$ cat config.mk
export PLATFORM = sky130hd
export DESIGN_NAME = rv_frontend
export DESIGN_NICKNAME = d
export VERILOG_FILES = /design/src/logic/rvc_pkg.sv /design/src/logic/parcel_aligner.sv /design/src/logic/rvc_expander.sv /design/src/logic/instr_decoder.sv /design/src/logic/rv_frontend.sv
export SDC_FILE = /design/constraint.sdc
export NUM_CORES = 1
export LEC_CHECK = 0
export ABC_AREA = 1
export BUFFER_PORTS_ARGS = -buffer_cell sky130_fd_sc_hd__clkbuf_2
export CORE_MARGIN = 2
export CORE_UTILIZATION = 40
export DETAILED_ROUTE_END_ITERATION = 12
export PLACE_DENSITY = 0.61
export REMOVE_ABC_BUFFERS = 1
export SLEW_MARGIN = 40
export SYNTH_ARGS = -nofsm -noshare
export SYNTH_HDL_FRONTEND = slang
export SYNTH_SLANG_ARGS = --single-unit
export TNS_END_PERCENT = 50
$ cat constraint.sdc
create_clock -name clk -period 8.03 [get_ports clk]
set_clock_uncertainty 0.1 [all_clocks]
set_input_delay 0.803 -clock clk [delete_from_list [all_inputs] [get_ports clk]]
set_output_delay 0.803 -clock clk [all_outputs]
set_load 0.1 [all_outputs]
$ cat src/logic/rvc_pkg.sv
package rvc_pkg;

  localparam logic [31:0] PC_RESET  = 32'h0000_0000;  // Pc of the first parcel
  localparam logic [1:0]  QUAD_FULL = 2'b11;          // Low bits of a 32-bit instruction
  localparam logic [4:0]  REG_RA    = 5'd1;           // Return address, x1

  // RV32I major opcodes that this front end produces or accepts
  typedef enum logic [6:0] {
    OPC_LOAD   = 7'b0000011,
    OPC_STORE  = 7'b0100011,
    OPC_IMM    = 7'b0010011,
    OPC_LUI    = 7'b0110111,
    OPC_OP     = 7'b0110011,
    OPC_JAL    = 7'b1101111,
    OPC_JALR   = 7'b1100111,
    OPC_BRANCH = 7'b1100011
  } opcode_e;

  typedef enum logic {
    ALIGN_EMPTY = 1'b0,  // Nothing held
    ALIGN_HALF  = 1'b1   // Lower half of a 32-bit instruction held
  } align_state_e;

  // Aligner to expander
  typedef struct packed {
    logic        valid;       // One-cycle strobe
    logic [31:0] pc;          // Pc of the first parcel
    logic [31:0] word;        // Upper half zero when compressed
    logic        compressed;
  } aligned_t;

  // Expander to decoder
  typedef struct packed {
    logic        valid;
    logic [31:0] pc;
    logic [31:0] instr;       // Full RV32I word, zero when illegal
    logic        compressed;
    logic        illegal;
  } expanded_t;

  // Decoder output
  typedef struct packed {
    logic        valid;
    logic [31:0] pc;
    logic [31:0] instr;
    logic        compressed;
    logic        illegal;
    opcode_e     op;          // Zero when illegal
    logic [4:0]  rd;
    logic [4:0]  rs1;
    logic [4:0]  rs2;
    logic [2:0]  funct3;
    logic [6:0]  funct7;
    logic [31:0] imm;         // Sign-extended, format picked by op
  } decoded_t;

endpackage

$ cat src/logic/parcel_aligner.sv
module parcel_aligner (
  input  logic              clk,
  input  logic              arst_n,
  input  logic              parcel_valid,
  input  logic [15:0]       parcel,
  output rvc_pkg::aligned_t aligned
);

  rvc_pkg::align_state_e state;
  logic [31:0] next_pc;       // Pc of the next parcel
  logic [15:0] low_half;      // Held lower half
  logic [31:0] low_pc;        // Pc of the held half
  logic        is_full_low;   // Parcel opens a 32-bit instruction
  logic        complete;      // Parcel finishes an instruction
  logic        valid_q;
  logic [31:0] pc_q;
  logic [31:0] word_q;
  logic        compressed_q;

  assign is_full_low = (parcel[1:0] == rvc_pkg::QUAD_FULL);
  assign complete    = parcel_valid && (state == rvc_pkg::ALIGN_HALF || !is_full_low);

  always_ff @(posedge clk or negedge arst_n) begin
    if (!arst_n) begin
      state   <= rvc_pkg::ALIGN_EMPTY;  // Drops any held half
      next_pc <= rvc_pkg::PC_RESET;
      valid_q <= 1'b0;
    end else begin
      valid_q <= complete;
      if (parcel_valid) begin
        next_pc <= next_pc + 32'd2;
        if (state == rvc_pkg::ALIGN_EMPTY && is_full_low) state <= rvc_pkg::ALIGN_HALF;
        else state <= rvc_pkg::ALIGN_EMPTY;
      end
    end
  end

  always_ff @(posedge clk) begin
    if (parcel_valid) begin
      if (state == rvc_pkg::ALIGN_HALF) begin
        pc_q         <= low_pc;  // Full word carries pc of its lower half
        word_q       <= {parcel, low_half};
        compressed_q <= 1'b0;
      end else begin
        low_half     <= parcel;
        low_pc       <= next_pc;
        pc_q         <= next_pc;
        word_q       <= {16'h0000, parcel};
        compressed_q <= !is_full_low;
      end
    end
  end

  assign aligned = '{valid: valid_q, pc: pc_q, word: word_q, compressed: compressed_q};

endmodule

$ cat src/logic/rvc_expander.sv
module rvc_expander (
  input  logic               clk,
  input  logic               arst_n,
  input  rvc_pkg::aligned_t  aligned,
  output rvc_pkg::expanded_t expanded
);

  logic [15:0] c;          // Compressed parcel
  logic [4:0]  rd_f;       // Full rd/rs1 field
  logic [4:0]  rs2_f;      // Full rs2 field
  logic [4:0]  rs1_p;      // Three-bit field mapped onto x8-x15
  logic [4:0]  rs2_p;
  logic [11:0] imm6;       // Sign-extended 6-bit immediate
  logic [6:0]  lsw_off;    // C.LW/C.SW offset scaled by 4
  logic [20:0] j_off;
  logic [12:0] b_off;
  logic [31:0] instr_d;
  logic        illegal_d;
  logic        valid_q;
  logic [31:0] pc_q;
  logic [31:0] instr_q;
  logic        compressed_q;
  logic        illegal_q;

  assign c       = aligned.word[15:0];
  assign rd_f    = c[11:7];
  assign rs2_f   = c[6:2];
  assign rs1_p   = {2'b01, c[9:7]};
  assign rs2_p   = {2'b01, c[4:2]};
  assign imm6    = {{6{c[12]}}, c[12], c[6:2]};
  assign lsw_off = {c[5], c[12:10], c[6], 2'b00};
  assign j_off   = {{9{c[12]}}, c[12], c[8], c[10:9], c[6], c[7], c[2], c[11], c[5:3], 1'b0};
  assign b_off   = {{4{c[12]}}, c[12], c[6:5], c[2], c[11:10], c[4:3], 1'b0};

  always_comb begin
    instr_d   = '0;
    illegal_d = 1'b1;  // Anything not matched below
    if (!aligned.compressed) begin
      instr_d   = aligned.word;
      illegal_d = 1'b0;
    end else begin
      case (c[1:0])
        2'b00: begin
          case (c[15:13])
            3'b010: begin  // C.LW
              instr_d   = {5'b0, lsw_off, rs1_p, 3'b010, rs2_p, rvc_pkg::OPC_LOAD};
              illegal_d = 1'b0;
            end
            3'b110: begin  // C.SW
              instr_d   = {5'b0, lsw_off[6:5], rs2_p, rs1_p, 3'b010, lsw_off[4:0],
                           rvc_pkg::OPC_STORE};
              illegal_d = 1'b0;
            end
            default: ;
          endcase
        end
        2'b01: begin
          case (c[15:13])
            3'b000: begin  // C.ADDI
              instr_d   = {imm6, rd_f, 3'b000, rd_f, rvc_pkg::OPC_IMM};
              illegal_d = 1'b0;
            end
            3'b001, 3'b101: begin  // C.JAL links through ra, C.J through x0
              instr_d   = {j_off[20], j_off[10:1], j_off[11], j_off[19:12],
                           c[15] ? 5'd0 : rvc_pkg::REG_RA, rvc_pkg::OPC_JAL};
              illegal_d = 1'b0;
            end
            3'b010: begin  // C.LI
              instr_d   = {imm6, 5'd0, 3'b000, rd_f, rvc_pkg::OPC_IMM};
              illegal_d = 1'b0;
            end
            3'b011: begin  // C.LUI; rd x2 is the stack form
              if (rd_f != 5'd2 && {c[12], c[6:2]} != 6'd0) begin
                instr_d   = {{14{c[12]}}, c[12], c[6:2], rd_f, rvc_pkg::OPC_LUI};
                illegal_d = 1'b0;
              end
            end
            3'b100: begin
              case (c[11:10])
                2'b00, 2'b01: begin  // C.SRLI, C.SRAI; shamt[5] reserved on RV32
                  if (!c[12]) begin
                    instr_d   = {1'b0, c[10], 5'b0, c[6:2], rs1_p, 3'b101, rs1_p,
                                 rvc_pkg::OPC_IMM};
                    illegal_d = 1'b0;
                  end
                end
                2'b10: begin  // C.ANDI
                  instr_d   = {imm6, rs1_p, 3'b111, rs1_p, rvc_pkg::OPC_IMM};
                  illegal_d = 1'b0;
                end
                default: begin  // Register-register ALU ops
                  if (!c[12]) begin
                    illegal_d = 1'b0;
                    case (c[6:5])
                      2'b00:   instr_d = {7'b0100000, rs2_p, rs1_p, 3'b000, rs1_p,
                                          rvc_pkg::OPC_OP};
                      2'b01:   instr_d = {7'b0, rs2_p, rs1_p, 3'b100, rs1_p, rvc_pkg::OPC_OP};
                      2'b10:   instr_d = {7'b0, rs2_p, rs1_p, 3'b110, rs1_p, rvc_pkg::OPC_OP};
                      default: instr_d = {7'b0, rs2_p, rs1_p, 3'b111, rs1_p, rvc_pkg::OPC_OP};
                    endcase
                  end
                end
              endcase
            end
            default: begin  // C.BEQZ, C.BNEZ
              instr_d   = {b_off[12], b_off[10:5], 5'd0, rs1_p, 2'b00, c[13], b_off[4:1],
                           b_off[11], rvc_pkg::OPC_BRANCH};
              illegal_d = 1'b0;
            end
          endcase
        end
        2'b10: begin
          if (c[15:13] == 3'b000 && !c[12]) begin  // C.SLLI
            instr_d   = {7'b0, rs2_f, rd_f, 3'b001, rd_f, rvc_pkg::OPC_IMM};
            illegal_d = 1'b0;
          end else if (c[15:13] == 3'b100) begin
            if (rs2_f != 5'd0) begin  // C.MV adds x0, C.ADD adds rd
              instr_d   = {7'b0, rs2_f, c[12] ? rd_f : 5'd0, 3'b000, rd_f, rvc_pkg::OPC_OP};
              illegal_d = 1'b0;
            end else if (rd_f != 5'd0) begin  // C.JR, C.JALR
              instr_d   = {12'b0, rd_f, 3'b000, c[12] ? rvc_pkg::REG_RA : 5'd0,
                           rvc_pkg::OPC_JALR};
              illegal_d = 1'b0;
            end
          end
        end
        default: ;
      endcase
    end
  end

  always_ff @(posedge clk or negedge arst_n) begin
    if (!arst_n) valid_q <= 1'b0;
    else valid_q <= aligned.valid;
  end

  always_ff @(posedge clk) begin
    if (aligned.valid) begin
      pc_q         <= aligned.pc;
      instr_q      <= instr_d;
      compressed_q <= aligned.compressed;
      illegal_q    <= illegal_d;
    end
  end

  assign expanded = '{valid: valid_q, pc: pc_q, instr: instr_q,
                      compressed: compressed_q, illegal: illegal_q};

endmodule

$ cat src/logic/instr_decoder.sv
module instr_decoder (
  input  logic               clk,
  input  logic               arst_n,
  input  rvc_pkg::expanded_t expanded,
  output rvc_pkg::decoded_t  out
);

  logic [31:0]      ins;
  logic             known;      // Opcode is one of opcode_e
  logic             illegal_d;
  logic [31:0]      imm_d;
  logic [31:0]      instr_d;
  rvc_pkg::opcode_e op_d;
  logic             valid_q;
  logic [31:0]      pc_q;
  logic [31:0]      instr_q;
  logic             compressed_q;
  logic             illegal_q;
  rvc_pkg::opcode_e op_q;
  logic [31:0]      imm_q;

  assign ins = expanded.instr;

  always_comb begin
    known = 1'b1;
    case (ins[6:0])
      rvc_pkg::OPC_LOAD, rvc_pkg::OPC_IMM, rvc_pkg::OPC_JALR:
        imm_d = {{20{ins[31]}}, ins[31:20]};                                  // I
      rvc_pkg::OPC_STORE:  imm_d = {{20{ins[31]}}, ins[31:25], ins[11:7]};   // S
      rvc_pkg::OPC_BRANCH:
        imm_d = {{19{ins[31]}}, ins[31], ins[7], ins[30:25], ins[11:8], 1'b0};  // B
      rvc_pkg::OPC_LUI:    imm_d = {ins[31:12], 12'b0};                      // U
      rvc_pkg::OPC_JAL:
        imm_d = {{11{ins[31]}}, ins[31], ins[19:12], ins[20], ins[30:21], 1'b0};  // J
      rvc_pkg::OPC_OP:     imm_d = '0;
      default: begin
        known = 1'b0;
        imm_d = '0;
      end
    endcase
    illegal_d = expanded.illegal || !known;
    // An illegal result leaves with every field cleared
    instr_d = illegal_d ? '0 : ins;
    op_d    = rvc_pkg::opcode_e'(instr_d[6:0]);
    if (illegal_d) imm_d = '0;
  end

  always_ff @(posedge clk or negedge arst_n) begin
    if (!arst_n) valid_q <= 1'b0;
    else valid_q <= expanded.valid;
  end

  always_ff @(posedge clk) begin
    if (expanded.valid) begin
      pc_q         <= expanded.pc;
      instr_q      <= instr_d;
      compressed_q <= expanded.compressed;
      illegal_q    <= illegal_d;
      op_q         <= op_d;
      imm_q        <= imm_d;
    end
  end

  // Register fields sit at fixed positions in every format
  assign out = '{valid:      valid_q,
                 pc:         pc_q,
                 instr:      instr_q,
                 compressed: compressed_q,
                 illegal:    illegal_q,
                 op:         op_q,
                 rd:         instr_q[11:7],
                 rs1:        instr_q[19:15],
                 rs2:        instr_q[24:20],
                 funct3:     instr_q[14:12],
                 funct7:     instr_q[31:25],
                 imm:        imm_q};

endmodule

$ cat src/logic/rv_frontend.sv
module rv_frontend (
  input  logic              clk,
  input  logic              arst_n,
  input  logic              parcel_valid,
  input  logic [15:0]       parcel,
  output rvc_pkg::decoded_t out
);

  rvc_pkg::aligned_t  aligned;   // Stage 1 result
  rvc_pkg::expanded_t expanded;  // Stage 2 result

  parcel_aligner u_aligner (
    .clk          (clk),
    .arst_n       (arst_n),
    .parcel_valid (parcel_valid),
    .parcel       (parcel),
    .aligned      (aligned)
  );

  rvc_expander u_expander (
    .clk      (clk),
    .arst_n   (arst_n),
    .aligned  (aligned),
    .expanded (expanded)
  );

  instr_decoder u_decoder (
    .clk      (clk),
    .arst_n   (arst_n),
    .expanded (expanded),
    .out      (out)         // Three cycles after the completing parcel
  );

endmodule

# After elaboration in Yosys (flattened, before gate mapping)
# Cells that the tools add are included.
# word_totals
ff_bits	281
input_bits	19
out_inout_bits	131
word_cells	96
# classes
addsub	1
n_eq_ne	22
mux	30
bitwise_logic	1
reduce_logical	22
# ops
cell	count
32-bit case mux with 5 select lines	2
32-bit 2-to-1 mux	6
32-bit case mux with 3 select lines	1
31-bit case mux with 3 select lines	1
32-bit case mux with 2 select lines	1
27-bit case mux with 2 select lines	1
32-bit by 2-bit adder with 32-bit output, second input constant	1
31-bit 2-to-1 mux	1
7-bit by 6-bit equality test with 1-bit output, second input constant	3
7-bit equality test, second input constant	3
20-bit 2-to-1 mux	1
16-bit 2-to-1 mux	1
1-bit 2-to-1 mux	12
5-bit nonzero test	2
3-bit equality test, second input constant	3
2-bit equality test, second input constant	4
8-bit OR reduction	1
7-bit by 2-bit equality test with 1-bit output, second input constant	1
7-bit by 5-bit equality test with 1-bit output, second input constant	1
2-bit by 1-bit equality test with 1-bit output, second input constant	3
3-bit by 2-bit equality test with 1-bit output, second input constant	2
2-bit logical NOT	3
6-bit nonzero test	1
2-bit OR reduction	3
other kinds (12)	18

# Logic depth before layout (Yosys ltp)
# depth
depth_word	7
ltp_mapped	12
ltp_nobuf	11

# Cells and area by module
# From an unflattened synthesis, not the netlist that was laid out.
# hier_totals
cells_unflattened	1154
hier_area_um2	12410.7
# by_module_without_submodules
module	instances	cells_per_inst	area_each_um2	seq_area_each_um2
parcel_aligner	1	379	4531.8	3228.1
instr_decoder	1	375	4355.4	2967.8
rvc_expander	1	400	3523.4	2006.9

# Worst setup path before layout
# No wires, ideal clock.
# synth_path
path_type	input port to flip-flop
startpoint	in parcel_valid
endpoint	reg u_aligner.low_half[0] (enable)
setup_ps	452
arrival_ps	2965
t_required_ps	7478
setup_slack_ps	4512
path_stages	3
path_buffers	1
cell_sequence	buf_6 -> inv_6 -> nor2_1
# synth_between
elab_chain_len	1
# synth_lines
item	line	text
start, declared	rv_frontend.sv:4	input logic parcel_valid,
2-bit AND reduction (no line)	--	
end signal, assigned	parcel_aligner.sv:45	low_half <= parcel;
end, declared	parcel_aligner.sv:11	logic [15:0] low_half;
# Every way passes these cells.
# A chain may end at the register's enable or synchronous reset.

# Worst setup path in the final report
# layout_path
startpoint	reg u_aligner.word_q[15]
endpoint	reg u_expander.instr_q[17], data pin
# layout_between
elab_chain_len	5
elab_cells_between_ends	15
cone_classes	eq/ne: 6; mux: 6; reduce/logical: 3
# layout_lines
item	line	text
start, declared	parcel_aligner.sv:17	logic [31:0] word_q;
start signal, assigned	parcel_aligner.sv:42	word_q <= {parcel, low_half};
start signal, assigned	parcel_aligner.sv:48	word_q <= {16'h0000, parcel};
3-bit by 1-bit equality test with 1-bit output, or another cell as far along	rvc_expander.sv:58	case (c[15:13])
2-bit OR reduction, or another cell as far along	rvc_expander.sv:58	
32-bit case mux with 5 select lines or 32-bit 2-to-1 mux (tied branches)	rvc_expander.sv:58, rvc_expander.sv:113	
32-bit case mux with 3 select lines *	rvc_expander.sv:42	case (c[1:0])
32-bit 2-to-1 mux *	rvc_expander.sv:38	if (!aligned.compressed) begin
net u_expander.instr_d[17]	rvc_expander.sv:17	logic [31:0] instr_d;
end signal, assigned	rvc_expander.sv:140	instr_q <= instr_d;
end, declared	rvc_expander.sv:21	logic [31:0] instr_q;
# The timed path passes the listed nets; every way through them passes the cells marked *.

==> results.sh <==
export IMPL_syn_avg_cell_area_um2=11.13
export IMPL_hold_viol_final=0
export IMPL_hold_buffers=0
export IMPL_finalSetupViolations=0
export IMPL_yosysUniqueCellTypes=38
export IMPL_synth_seq_cells=277
export IMPL_cellLeakagePower_uw=0.005807
export IMPL_power_density_nw_per_um2=259.6
export IMPL_ant_nets=0
export IMPL_avgViaCountPerCell=4.710
export IMPL_dp_hpwl_mm=17.52
export IMPL_p_int_uw=2472
export IMPL_drt_total_wl_mm=24.87
export IMPL_final_nets=1199
export IMPL_critPathCaptureType="register"
export IMPL_num_rows=62
export IMPL_postCtsSetupBuffers=0
export IMPL_worst_path_max_delay_cell="edfxtp_1"
export IMPL_die_height_um=175.4
export IMPL_start_kind="register"
export IMPL_dr_total_vias=7466
export IMPL_reg2regPathDepth=7
export IMPL_fin_area_um2=13540
export IMPL_status="completed"
export IMPL_grt_ovfl_total=0
export IMPL_fillCellCount=2702
export IMPL_die_w_um=175.4
export IMPL_numCtsBuffers=28
export IMPL_timing_fmax_ghz=0.4011
export IMPL_p_clk_frac=0.350
export IMPL_final_common_cell="nand2_1"
export IMPL_clk_pin_slew_ns=0.07
export IMPL_diodes=0
export IMPL_cap_violations=0
export IMPL_place_congestion=0.9474
export IMPL_dr_pass1_iters=5
export IMPL_holdWs_ns=0.1485
export IMPL_wl_per_cell_um=15.69
export IMPL_port_buffers=148
export IMPL_synthSimpleGateAreaFrac=0.1721
export IMPL_drive_gt1_frac=0.1915
export IMPL_layout_common_cells="271 x nand2_1, 242 x edfxtp_1, 147 x clkbuf_2, 112 x nor2_1, 106 x inv_1"
export IMPL_drt_iter0_markers=545
export IMPL_cp_common_cell="nand2_1"
export IMPL_comb_power_share=0.143
export IMPL_cts_sinks=277
export IMPL_antenna_found_initial=0
export IMPL_track_usage=0.1602
export IMPL_crit_path_max_fanout=12
export IMPL_synth_warnings=0
export IMPL_core_area_um2=28860
export IMPL_worstMarginPinSlew_ns=0.7899
export IMPL_htree_levels=1
export IMPL_place_area_um2=12640
export IMPL_yosys_area_share_adder=0.001065
export IMPL_synthesis_area_um2=11750
export IMPL_seqPwrFrac=0.507
export IMPL_worstSetupPathType="reg2reg"
export IMPL_synth_mux_area_frac=0
export IMPL_p_switching_uw=1044
export IMPL_dieArea_um2=30770
export IMPL_synth_xor_area_frac=0.01937
export IMPL_syn_instance_count=1056
export IMPL_initial_core_util=0.4073
export IMPL_first_global_vias=6977
export IMPL_cp_required_ns=8.32
export IMPL_syn_to_final_growth_pct=15.22
export IMPL_drc=0
export IMPL_slew_violations=0
export IMPL_crit_arrival_ns=2.79
export IMPL_cts_tree="yes"
export IMPL_grt_pass1_wl_mm=38.78
export IMPL_max_slew_margin=0.4694
export IMPL_synth_top_family_by_area="simple AND/OR/NAND/NOR gates"
export IMPL_cts_max_path_buffers=3
export IMPL_p_sw_frac=0.2969
export IMPL_grt_setup_unrepaired="false"
export IMPL_fin_setup_tns_ns=0
export IMPL_grt_max_degree=67
export IMPL_cts_root_buffer="clkbuf_16"
export IMPL_fin_crit_sh=0.3105
export IMPL_seq_area_frac_synth=0.6928
export IMPL_cts_resized=0
export IMPL_max_stage_delay_ns=0.58
export IMPL_vdd_drop_max_mv=0.1395
export IMPL_synth_compound_area_share=0.04279
export IMPL_finalPower_uw=3515
export IMPL_clk_latency_ns=0.54
export IMPL_period_needed_ns=2.493
export IMPL_path_cells="nand2_1 > inv_1 > nor2_2 > nand2_1 > nand3_1 > nand2_1 > nand2_1"
export IMPL_min_path_type="in2async"
export IMPL_boundaryPins=150
[layout make-up]
type,instances,area (µm²),area share
tap,384,480.5,0.03548
clock buffer,33,739.5,0.05460
sequential,277,8149,0.6017
clock inverter,19,147.6,0.01090
multi-input combinational,603,2778,0.2051
timing repair buffer,156,819.5,0.06051
inverter,113,429.2,0.03169
[Yosys cell counts]
library cell | count | area [µm²]
a21boi_0 | 2 | 15.01
a21boi_1 | 1 | 7.510
a21oi_1 | 48 | 240.2
a31oi_1 | 2 | 12.51
buf_1 | 1 | 3.750
buf_2 | 10 | 50.05
buf_4 | 37 | 277.8
buf_6 | 3 | 33.78
clkbuf_1 | 11 | 41.29
clkbuf_2 | 1 | 5.000
clkinv_1 | 2 | 7.510
conb_1 | 1 | 3.750
dfrtp_1 | 35 | 875.8
edfxtp_1 | 242 | 7267
ha_1 | 1 | 12.51
inv_1 | 106 | 397.9
inv_2 | 4 | 15.01
inv_6 | 1 | 8.760
nand2_1 | 271 | 1017
nand2_2 | 7 | 43.79
nand3_1 | 43 | 215.2
nand3_2 | 2 | 20.02
nand3_4 | 1 | 17.52
nand3b_1 | 1 | 7.510
nand4_1 | 11 | 68.82
nor2_1 | 113 | 424.2
nor2_2 | 4 | 25.02
nor3_1 | 18 | 90.09
nor3_2 | 2 | 20.02
nor3_4 | 3 | 48.80
nor3b_4 | 1 | 18.77
o211ai_1 | 1 | 7.510
o21ai_0 | 38 | 190.2
o21ai_1 | 1 | 5.000
o22ai_1 | 4 | 25.02
or2_2 | 1 | 6.260
xnor2_1 | 9 | 78.83
xor2_1 | 17 | 148.9
[registers in the layout, indices dropped and copies added (netlist names), 7 cells and up]
register and flops:
u_aligner.word_q 32, u_decoder.pc_q 31, u_expander.pc_q 31, u_aligner.low_pc 31, u_aligner.next_pc 31, u_decoder.instr_q 25, u_aligner.low_half 16, u_expander.instr_q 32
u_decoder.op_q 7, u_decoder.imm_q 32
[critical path: cells and delay by family (launching register included)]
kind | cells | cell delay, ns
buffers and inverters | 1 | 0.24
AND/OR/NAND/NOR | 6 | 1.41
flip-flops | 1 | 0.58
[kinds of logic (layout without fill, tap and decap cells)]
kind of cell,Yosys count,in the layout
AOI/OAI and AO/OA,97,97
xor gates and xnor gates,26,26
adders and majority gates,1,1
buffers and inverters,176,321
DFF,277,277
other,1,1
and+or+nand+nor,478,478
[per-layer routing]
| metal | GRT usage | share of wire |
|---|---|---|
| met4 | 0.04201 | 0.022 |
| met1 | 0.2391 | 0.48 |
| met3 | 0.02121 | 0.061 |
| met2 | 0.2482 | 0.44 |
| met5 | 0 | 0 |
[metrics by stage]
stage | instances | util | setup WS [ns]
after global routing | 1585 | 0.4693 | 5.425
after floorplan | 993 | - | 4.644
after CTS | 1584 | 0.4686 | 5.643
after detailed placement | 1532 | 0.4379 | 5.107
after global placement | 1531 | 0.4373 | 5.164
final | 1585 | 0.4693 | 5.537
[power by group through the flow]
stage	logic (µW)	clock network (µW)	registers [µW]
after CTS	501	1260	1780
after global placement	497	0	1810
after detailed placement	500	0	1810
final	501	1230	1780
after floorplan	144	0	2040
after global routing	537	1320	1800
[final timing paths]
kind,startpoint,to,slack [ns]
hold / removal,arst_n,u_aligner.next_pc[25],0.15
setup reg to reg,u_aligner.word_q[15],u_expander.instr_q[17],5.54
setup / recovery,u_aligner.word_q[15],u_expander.instr_q[17],5.54
min in group clk,u_aligner.low_pc[29],u_expander.pc_q[29],0.32
hold reg to reg,u_aligner.low_pc[29],u_expander.pc_q[29],0.32
max in group asynchronous,arst_n,u_expander.valid_q,7.30
(Power assumes the default switching activity.)
